File: config.mk
export PLATFORM = sky130hd
export DESIGN_NAME = retire_unit_top
export DESIGN_NICKNAME = d
export VERILOG_FILES = /design/src/common/retire_pkg.sv /design/src/design/rob/rob.sv /design/src/design/retire_stage.sv /design/src/design/arch_map_table.sv /design/src/design/free_list/free_list.sv /design/src/design/recover_unit.sv /design/src/design/retire_unit_top.sv
export SDC_FILE = /design/constraint.sdc
export NUM_CORES = 2
export LEC_CHECK = 0
export BUFFER_PORTS_ARGS = -buffer_cell sky130_fd_sc_hd__buf_2
export CAP_MARGIN = 30
export CORE_ASPECT_RATIO = 1.25
export CORE_MARGIN = 1
export CORE_UTILIZATION = 55
export CTS_BUF_LIST = sky130_fd_sc_hd__clkbuf_8
export CTS_CLUSTER_DIAMETER = 50
export DETAILED_ROUTE_END_ITERATION = 8
export PLACE_DENSITY = 0.78
export SLEW_MARGIN = 20
export SYNTH_ARGS = -nofsm -noshare
export SYNTH_HDL_FRONTEND = slang
export SYNTH_SLANG_ARGS = --single-unit
File: constraint.sdc
create_clock -name clock -period 7.35 [get_ports clock]
set_clock_uncertainty 0.05 [all_clocks]
set_input_delay 0.735 -clock clock [delete_from_list [all_inputs] [get_ports clock]]
set_output_delay 0.735 -clock clock [all_outputs]
set_load 0.005 [all_outputs]
File: src/common/retire_pkg.sv
package retire_pkg;

    // register file sizes.
    localparam int arch_regs = 32;
    localparam int arch_w = 5;
    localparam int phys_regs = 64;
    localparam int pr_w = 6;

    // retirement is three wide.
    localparam int retire_width = 3;

    // reorder buffer geometry.
    localparam int rob_depth = 16;
    localparam int rob_idx_w = 4;

    // free list geometry.
    localparam int fl_depth = 64;
    localparam int fl_idx_w = 6;
    localparam int fl_reset_free = 32; // p32 to p63 free out of reset.

    // what the renamer hands to the rob.
    typedef struct packed {
        logic [arch_w-1:0] arch_reg;
        logic [pr_w-1:0]   t_new;              // newly allocated physical reg.
        logic [pr_w-1:0]   t_old;              // previous mapping, freed at retire.
        logic              precise_state_need; // e.g. branch mispredict.
    } dispatch_t;

    typedef struct packed {
        dispatch_t inst;
        logic      completed;
    } rob_entry_t;

    // one retire slot, shared by the map table, the free list and the top.
    typedef struct packed {
        logic              en;
        logic [arch_w-1:0] arch_reg;
        logic [pr_w-1:0]   t_new;
        logic [pr_w-1:0]   t_old;
    } retire_pkt_t;

    typedef struct packed {
        logic                              valid;
        logic [arch_regs-1:0][pr_w-1:0]    map; // restored rename map.
    } recover_t;

endpackage

File: src/design/rob/rob.sv
`timescale 1ns/1ps

module rob import retire_pkg::*; (
    input  logic                                clock,
    input  logic                                reset,
    input  logic                                dispatch_valid,
    input  dispatch_t                           dispatch_data,
    input  logic                                complete_valid,
    input  logic [rob_idx_w-1:0]                complete_idx,
    input  logic [1:0]                          retire_count,
    input  logic                                flush,
    output logic                                dispatch_ready,
    output logic [rob_idx_w-1:0]                dispatch_idx,
    output rob_entry_t [retire_width-1:0]       head_entries,
    output logic [retire_width-1:0]             head_valid
);

    rob_entry_t entries [rob_depth];

    logic [rob_idx_w-1:0] head;
    logic [rob_idx_w-1:0] tail;
    logic [rob_idx_w:0]   count;       // occupancy, 0 to rob_depth.
    logic                 dispatch_fire;
    logic [rob_idx_w-1:0] cmp_off;     // distance of completion target from head.

    assign dispatch_ready = (count != rob_depth) && !flush;
    assign dispatch_fire = dispatch_valid && dispatch_ready;
    assign dispatch_idx = tail;
    assign cmp_off = complete_idx - head;

    // head window, slot 2 holds the oldest entry.
    always_comb begin
        for (int s = 0; s < retire_width; s++) begin
            head_entries[s] = entries[head + rob_idx_w'(retire_width - 1 - s)];
            // nothing retires while a flush is in progress.
            head_valid[s] = (int'(count) > (retire_width - 1 - s)) && !flush;
        end
    end

    // pointers and occupancy.
    always_ff @(posedge clock) begin
        if (reset) begin
            head <= '0;
            tail <= '0;
            count <= '0;
        end else if (flush) begin
            head <= tail; // drop everything in flight.
            count <= '0;
        end else begin
            head <= head + rob_idx_w'(retire_count);
            if (dispatch_fire) begin
                tail <= tail + 1'b1;
            end
            count <= count + (rob_idx_w+1)'(dispatch_fire) - (rob_idx_w+1)'(retire_count);
        end
    end

    // entry storage.
    always_ff @(posedge clock) begin
        if (dispatch_fire) begin
            entries[tail].inst <= dispatch_data;
            entries[tail].completed <= 1'b0;
        end
        if (complete_valid) begin
            entries[complete_idx].completed <= 1'b1;
        end
    end

    // completion must name an occupied entry.
    a_complete_occupied: assert property (@(posedge clock) disable iff (reset)
        complete_valid |-> ((rob_idx_w+1)'(cmp_off) < count));

    // retire stage can only see what is there.
    a_retire_le_count: assert property (@(posedge clock) disable iff (reset)
        (rob_idx_w+1)'(retire_count) <= count);

endmodule

File: src/design/retire_stage.sv
`timescale 1ns/1ps

module retire_stage import retire_pkg::*; (
    input  rob_entry_t [retire_width-1:0]   head_entries,
    input  logic [retire_width-1:0]         head_valid,
    output retire_pkt_t [retire_width-1:0]  retire_pkts,
    output logic [1:0]                      retire_count,
    output logic                            recover_req,
    output logic [1:0]                      recover_slot
);

    logic [retire_width-1:0] retiring;

    // in-order priority chain, oldest slot first.
    always_comb begin
        logic go; // still allowed to retire at this slot.
        go = 1'b1;
        retiring = '0;
        recover_req = 1'b0;
        recover_slot = '0;
        for (int s = retire_width - 1; s >= 0; s--) begin
            if (go && head_valid[s] && head_entries[s].completed) begin
                retiring[s] = 1'b1;
                if (head_entries[s].inst.precise_state_need) begin
                    recover_req = 1'b1;
                    recover_slot = 2'(s);
                    go = 1'b0; // younger slots wait for the flush.
                end
            end else begin
                go = 1'b0;
            end
        end
    end

    // r0 writers retire but never touch the map or free list.
    always_comb begin
        for (int s = 0; s < retire_width; s++) begin
            retire_pkts[s].en = retiring[s] && (head_entries[s].inst.arch_reg != '0);
            retire_pkts[s].arch_reg = head_entries[s].inst.arch_reg;
            retire_pkts[s].t_new = head_entries[s].inst.t_new;
            retire_pkts[s].t_old = head_entries[s].inst.t_old;
        end
    end

    // count includes r0 writers.
    always_comb begin
        retire_count = '0;
        for (int s = 0; s < retire_width; s++) begin
            retire_count = retire_count + 2'(retiring[s]);
        end
    end

endmodule

File: src/design/arch_map_table.sv
`timescale 1ns/1ps

module arch_map_table import retire_pkg::*; (
    input  logic                            clock,
    input  logic                            reset,
    input  retire_pkt_t [retire_width-1:0]  retire_pkts,
    output logic [arch_regs-1:0][pr_w-1:0]  map_next
);

    logic [arch_regs-1:0][pr_w-1:0] map; // committed map.

    // oldest slot first so the youngest write wins.
    always_comb begin
        map_next = map;
        for (int s = retire_width - 1; s >= 0; s--) begin
            if (retire_pkts[s].en) begin
                map_next[retire_pkts[s].arch_reg] = retire_pkts[s].t_new;
            end
        end
    end

    always_ff @(posedge clock) begin
        if (reset) begin
            for (int r = 0; r < arch_regs; r++) begin
                map[r] <= pr_w'(r); // identity, ri to pi.
            end
        end else begin
            map <= map_next;
        end
    end

    // r0 stays bound to p0 for good.
    a_r0_fixed: assert property (@(posedge clock) disable iff (reset)
        map_next[0] == map[0]);

endmodule

File: src/design/free_list/free_list.sv
`timescale 1ns/1ps

module free_list import retire_pkg::*; (
    input  logic                            clock,
    input  logic                            reset,
    input  logic                            alloc_valid,
    input  retire_pkt_t [retire_width-1:0]  retire_pkts,
    input  logic                            flush,
    output logic                            alloc_ready,
    output logic [pr_w-1:0]                 alloc_preg,
    output logic [fl_idx_w:0]               free_count
);

    logic [pr_w-1:0] queue [fl_depth];

    logic [fl_idx_w-1:0] head;                          // next reg to hand out.
    logic [fl_idx_w-1:0] tail;                          // next push slot.
    logic [fl_idx_w-1:0] push_addr [retire_width];
    logic [1:0]          push_n;
    logic                alloc_fire;

    assign alloc_ready = (free_count != '0) && !flush;
    assign alloc_fire = alloc_valid && alloc_ready;
    assign alloc_preg = queue[head];

    // pack the enabled t_old values behind the tail, oldest first.
    always_comb begin
        push_n = '0;
        for (int s = retire_width - 1; s >= 0; s--) begin
            push_addr[s] = tail + fl_idx_w'(push_n);
            if (retire_pkts[s].en) begin
                push_n = push_n + 2'd1;
            end
        end
    end

    always_ff @(posedge clock) begin
        if (reset) begin
            head <= '0;
            tail <= fl_idx_w'(phys_regs - fl_reset_free);
            free_count <= (fl_idx_w+1)'(fl_reset_free);
        end else if (flush) begin
            // everything younger than the recovery comes back.
            head <= tail - fl_idx_w'(fl_reset_free);
            free_count <= (fl_idx_w+1)'(fl_reset_free);
        end else begin
            if (alloc_fire) begin
                head <= head + 1'b1;
            end
            tail <= tail + fl_idx_w'(push_n);
            free_count <= free_count - (fl_idx_w+1)'(alloc_fire)
                        + (fl_idx_w+1)'(push_n);
        end
    end

    // the initial contents are p32 to p63.
    always_ff @(posedge clock) begin
        if (reset) begin
            for (int i = 0; i < phys_regs - fl_reset_free; i++) begin
                queue[i] <= pr_w'(fl_reset_free + i);
            end
        end else begin
            for (int s = 0; s < retire_width; s++) begin
                if (retire_pkts[s].en) begin
                    queue[push_addr[s]] <= retire_pkts[s].t_old;
                end
            end
        end
    end

    // a leak or a double free would push this past capacity.
    a_count_bound: assert property (@(posedge clock) disable iff (reset)
        free_count <= fl_depth);

endmodule

File: src/design/recover_unit.sv
`timescale 1ns/1ps

module recover_unit import retire_pkg::*; (
    input  logic                            clock,
    input  logic                            reset,
    input  logic                            recover_req,
    input  logic [arch_regs-1:0][pr_w-1:0]  map_next,
    output recover_t                        recover,
    output logic                            flush
);

    // one-cycle pulse after the recovering retire.
    always_ff @(posedge clock) begin
        if (reset) begin
            recover.valid <= 1'b0;
        end else begin
            recover.valid <= recover_req;
        end
        if (recover_req) begin
            recover.map <= map_next; // already holds the recovering slot's write.
        end
    end

    assign flush = recover.valid;

    // the rob head window is blanked during flush.
    a_no_req_in_flush: assert property (@(posedge clock) disable iff (reset)
        flush |-> !recover_req);

endmodule

File: src/design/retire_unit_top.sv
`timescale 1ns/1ps

module retire_unit_top import retire_pkg::*; (
    input  logic                            clock,
    input  logic                            reset,
    input  logic                            dispatch_valid,
    input  dispatch_t                       dispatch_data,
    input  logic                            complete_valid,
    input  logic [rob_idx_w-1:0]            complete_idx,
    input  logic                            alloc_valid,
    output logic                            dispatch_ready,
    output logic [rob_idx_w-1:0]            dispatch_idx,
    output logic                            alloc_ready,
    output logic [pr_w-1:0]                 alloc_preg,
    output retire_pkt_t [retire_width-1:0]  retire_pkts,
    output logic [fl_idx_w:0]               free_count,
    output recover_t                        recover
);

    rob_entry_t [retire_width-1:0]  head_entries;
    logic [retire_width-1:0]        head_valid;
    logic [1:0]                     retire_count;
    logic                           recover_req;
    logic [arch_regs-1:0][pr_w-1:0] map_next;
    logic                           flush;

    rob rob_inst (
        .clock          (clock),
        .reset          (reset),
        .dispatch_valid (dispatch_valid),
        .dispatch_data  (dispatch_data),
        .complete_valid (complete_valid),
        .complete_idx   (complete_idx),
        .retire_count   (retire_count),
        .flush          (flush),
        .dispatch_ready (dispatch_ready),
        .dispatch_idx   (dispatch_idx),
        .head_entries   (head_entries),
        .head_valid     (head_valid)
    );

    retire_stage retire_stage_inst (
        .head_entries (head_entries),
        .head_valid   (head_valid),
        .retire_pkts  (retire_pkts),
        .retire_count (retire_count),
        .recover_req  (recover_req),
        .recover_slot ()
    );

    arch_map_table arch_map_table_inst (
        .clock       (clock),
        .reset       (reset),
        .retire_pkts (retire_pkts),
        .map_next    (map_next)
    );

    free_list free_list_inst (
        .clock       (clock),
        .reset       (reset),
        .alloc_valid (alloc_valid),
        .retire_pkts (retire_pkts),
        .flush       (flush),
        .alloc_ready (alloc_ready),
        .alloc_preg  (alloc_preg),
        .free_count  (free_count)
    );

    recover_unit recover_unit_inst (
        .clock       (clock),
        .reset       (reset),
        .recover_req (recover_req),
        .map_next    (map_next),
        .recover     (recover),
        .flush       (flush)
    );

endmodule

==> Implementation_results.wiki <==
{| class="wikitable"
! Metric !! Value
|-
| Top-Level Pins || 293
|-
| Part of the total power dissipated in the clock network || 24.2%
|-
| Endpoint arrival time on the critical path || 7.37 ns
|-
| Die boundary height || 383 um
|-
| Number of cells in the finished layout apart from fillers || 7500
|-
| Synthesis-to-finish area growth || 11.2%
|-
| Share of power burned in registers || 32.1%
|-
| Detailed Route Iter0 Violations || 8931
|-
| CP Data Required Time || 7.92 ns
|-
| GPL Wtd Cong || 1.09
|-
| Worst-path maximum fanout || 104
|-
| Failing checks || DRC
|-
| Effective utilization at floorplan || 55.4%
|-
| Most instantiated library cell after synthesis || edfxtp_1
|-
| Top flip-flop cell by instance count after synthesis || edfxtp_1
|-
| Combinational group share of total power || 43.7%
|-
| Fin Setup TNS || 0 ns
|-
| Final max-slew violation count || 0
|-
| # Max-Cap Violations || 0
|-
| Share of async-settable or async-resettable flops after synthesis || 0%
|-
| Total internal power || 13.2 mW
|-
| Sequential fraction of the synthesis area || 48.5%
|-
| Die area || 117000 um2
|-
| Wire length of the first global-routing pass || 352000 um
|-
| Hold-fix buffers at CTS || 0
|-
| Nets || 5854
|-
| Avg Inst Size Synth || 11.3 um2
|-
| Number of CTS-inserted buffers || 173
|-
| VDD IR-drop max || 0.248 mV
|-
| Total placed cells including tap cells || 7142
|-
| Post-route clock period utilization || 92.5%
|-
| Number of enable flip-flop cells after synthesis || 864
|-
| Post-layout total power || 23.6 mW
|-
| Sink Count || 1111
|-
| Result of the run || complete, but fails checks
|-
| Maximum number of pins on one net before global-route repair || 105
|-
| Synthesis-stage register bit count || 1111
|-
| Yosys top cell by area || edfxtp_1
|-
| Setup repair bufs after CTS || 0
|-
| CTS resizes || 0
|-
| Critical path endpoint category || register
|-
| Core Area || 115000 um2
|-
| Drt via density || 7.33
|-
| Share of the synthesized area in the top cell type || 40.7%
|-
| Switching share of power || 44.0%
|-
| Element type at the critical path start || register
|-
| Antenna violation net count after detailed routing || 0
|-
| Gate count after technology mapping || 5627
|-
| Class of the tightest hold or removal check || in2reg
|-
| Headroom to the max-slew limit || 25.3%
|-
| Worst hold slack across all endpoints || 0.0557 ns
|-
| Netlist area before placement || 63700 um2
|-
| Number of core rows || 139
|-
| Share of post-route cells with drive strength above 1 || 23.4%
|-
| Static leakage power || 22.5 nW
|-
| Syn Nets || 5696
|-
| Number of hold violations in the final report || 0
|-
| Setup repair after global routing missed its margin || false
|-
| Slew at the pin with the worst max-slew slack || 1.12 ns
|-
| Residual DRC || 16
|-
| List of most frequent post-synthesis cells || edfxtp_1, nand2_1, mux2i_1
|-
| Routed wire length per instance || 32.7 um
|-
| Number of buffer cells added on primary ports || 292
|-
| Final Util || 61.7%
|-
| Number of global-route vias before repair || 53500
|-
| Number of failing setup endpoints in the final timing report || 0
|-
| Root Buffer || clkbuf_8
|-
| Aggregate routed wire length || 245000 um
|-
| Power density relative to cell area || 334 nW/um2
|-
| Dominant cells by area after synthesis || edfxtp_1, mux4_2, dfxtp_1, mux2i_1, nand2_1
|-
| CTS tree || done
|-
| Number of detailed-routing iterations run before antenna repair || 9
|-
| Overall fraction of global-route tracks in use || 41.2%
|-
| Achievable clock frequency || 0.147 GHz
|-
| Clock latency reported for the late side of the worst-skew pair || 0.97 ns
|-
| DR vias || 54900
|-
| Unique masters post-synth || 99
|-
| Filler Cell Count || 8869
|-
| Synth Warn # || 0
|-
| Total net switching power || 10.4 mW
|-
| Horiz. Die Dim || 306 um
|-
| Worst setup path category || reg2reg
|-
| Global route total overflow || 0
|-
| Maximum count of clock buffers along a single path || 3
|-
| Initial antenna violation count || 27
|-
| Crit path time final || 6.80 ns
|-
| Half-perimeter wire length after placement || 163000 um
|-
| H-tree lvl count || 4
|-
| Clock slew at the register clock pins of the worst setup and hold paths || 0.06 ns
|}
[layout by cell type (no fill, tap or decap), types with 82 or more instances in the layout]
cell / netlist / layout
edfxtp_1: 864 / 864
nand2_1: 552 / 552
mux2i_1: 427 / 427
buf_2: 59 / 305
o21ai_0: 301 / 298
mux4_2: 285 / 285
nor2_1: 280 / 267
a21oi_1: 250 / 248
dfxtp_1: 247 / 240
buf_4: 22 / 208
clkbuf_8: 0 / 195
nand3_1: 186 / 186
nor3_1: 185 / 172
o211ai_1: 152 / 152
mux2_2: 139 / 139
inv_1: 70 / 106
o22ai_1: 87 / 87
and2_1: 83 / 82
[worst paths after layout]
check             depth (start not counted)                      endpoint  slack, ns                  startpoint
setup / recovery                         19   free_list_inst.queue[16][5]       0.55            rob_inst.head[0]
hold / removal                            2        rob_inst.entries[8][0]       0.06             complete_idx[1]
setup reg to reg                         19   free_list_inst.queue[16][5]       0.55            rob_inst.head[0]
hold reg to reg                           0  recover_unit_inst.recover[5]       0.38  arch_map_table_inst.map[5]
[worst max-delay path, stage by stage (launching register included)]
cell and delay (ns):
dfxtp_4 0.38, buf_12 0.45, buf_4 0.66, mux4_2 0.41, mux2i_1 0.14, mux2_2 0.28
inv_2 0.10, a211oi_4 0.29, a211oi_4 0.14, ha_1 0.34, ha_1 0.21, ha_1 0.16
a21oi_1 0.04, buf_4 0.18, xnor2_1 0.49, nand2_1 0.69, nor4_1 0.72, buf_4 0.25
nor3_1 0.05, nand2_1 0.26
[final cells by class]
cell class / instances / area, um2 / share of cell area [%]
Antenna cell: 17 / 42.5 / 0.0600
Clock buffer: 195 / 2680 / 3.79
Clock inverter: 127 / 1040 / 1.47
Inverter: 83 / 318 / 0.448
Multi-Input combinational cell: 3886 / 30600 / 43.2
Sequential cell: 1111 / 30900 / 43.6
Tap cell: 1551 / 1940 / 2.74
Timing Repair Buffer: 530 / 3340 / 4.71
[cells by family (layout without fill, tap and decap cells)]
kind of cell	Yosys count	count (layout)	synth area share (%)
other	0	17	0
multiplexers	852	852	19.3
AO/OA/AOI/OAI	1269	1269	13.5
buffers and inverters	630	935	4.08
adder cells (fa/ha/maj)	42	42	0.884
AND/OR/NAND/NOR	1691	1691	13.3
flip-flops	1111	1111	48.5
XOR/XNOR	32	32	0.481
[power groups by stage]
stage | sequential, mW | combinational [mW] | clock, mW
floorplan | 7.61 | 5.78 | 0
CTS | 7.60 | 9.65 | 5.71
global placement | 7.71 | 9.46 | 0
global route | 7.63 | 10.3 | 5.97
finish | 7.60 | 10.3 | 5.73
detailed placement | 7.72 | 9.61 | 0
[metal layers]
layer	vias up	share of wire, %	global-route usage, %
met5	-	0.081	0
met4	26	11	37.7
met3	1639	14	13.9
met2	4839	44	61.7
met1	26200	31	46.4
li1	22300	-	-
[state kept, by name, indices dropped and copies added (netlist names), named ones only]
name	flops
free_list_inst.queue	384
rob_inst.entries	304
arch_map_table_inst.map	192
recover_unit_inst.recover	192
free_list_inst.free_count	7
free_list_inst.head	6
free_list_inst.tail	6
rob_inst.count	5
rob_inst.dispatch_idx	4
rob_inst.head	4
recover_unit_inst.flush	1
[stage by stage]
stage | setup WS [ns] | instance area, um2
2_1_floorplan | 1.43 | 63700
3_3_place_gp | 0.867 | 66800
3_5_place_dp | 0.817 | 66900
4_1_cts | 0.787 | 70600
5_1_grt | 0.267 | 70800
6_report | 0.553 | 70900
Note: power is estimated with default switching activity, not from simulation.
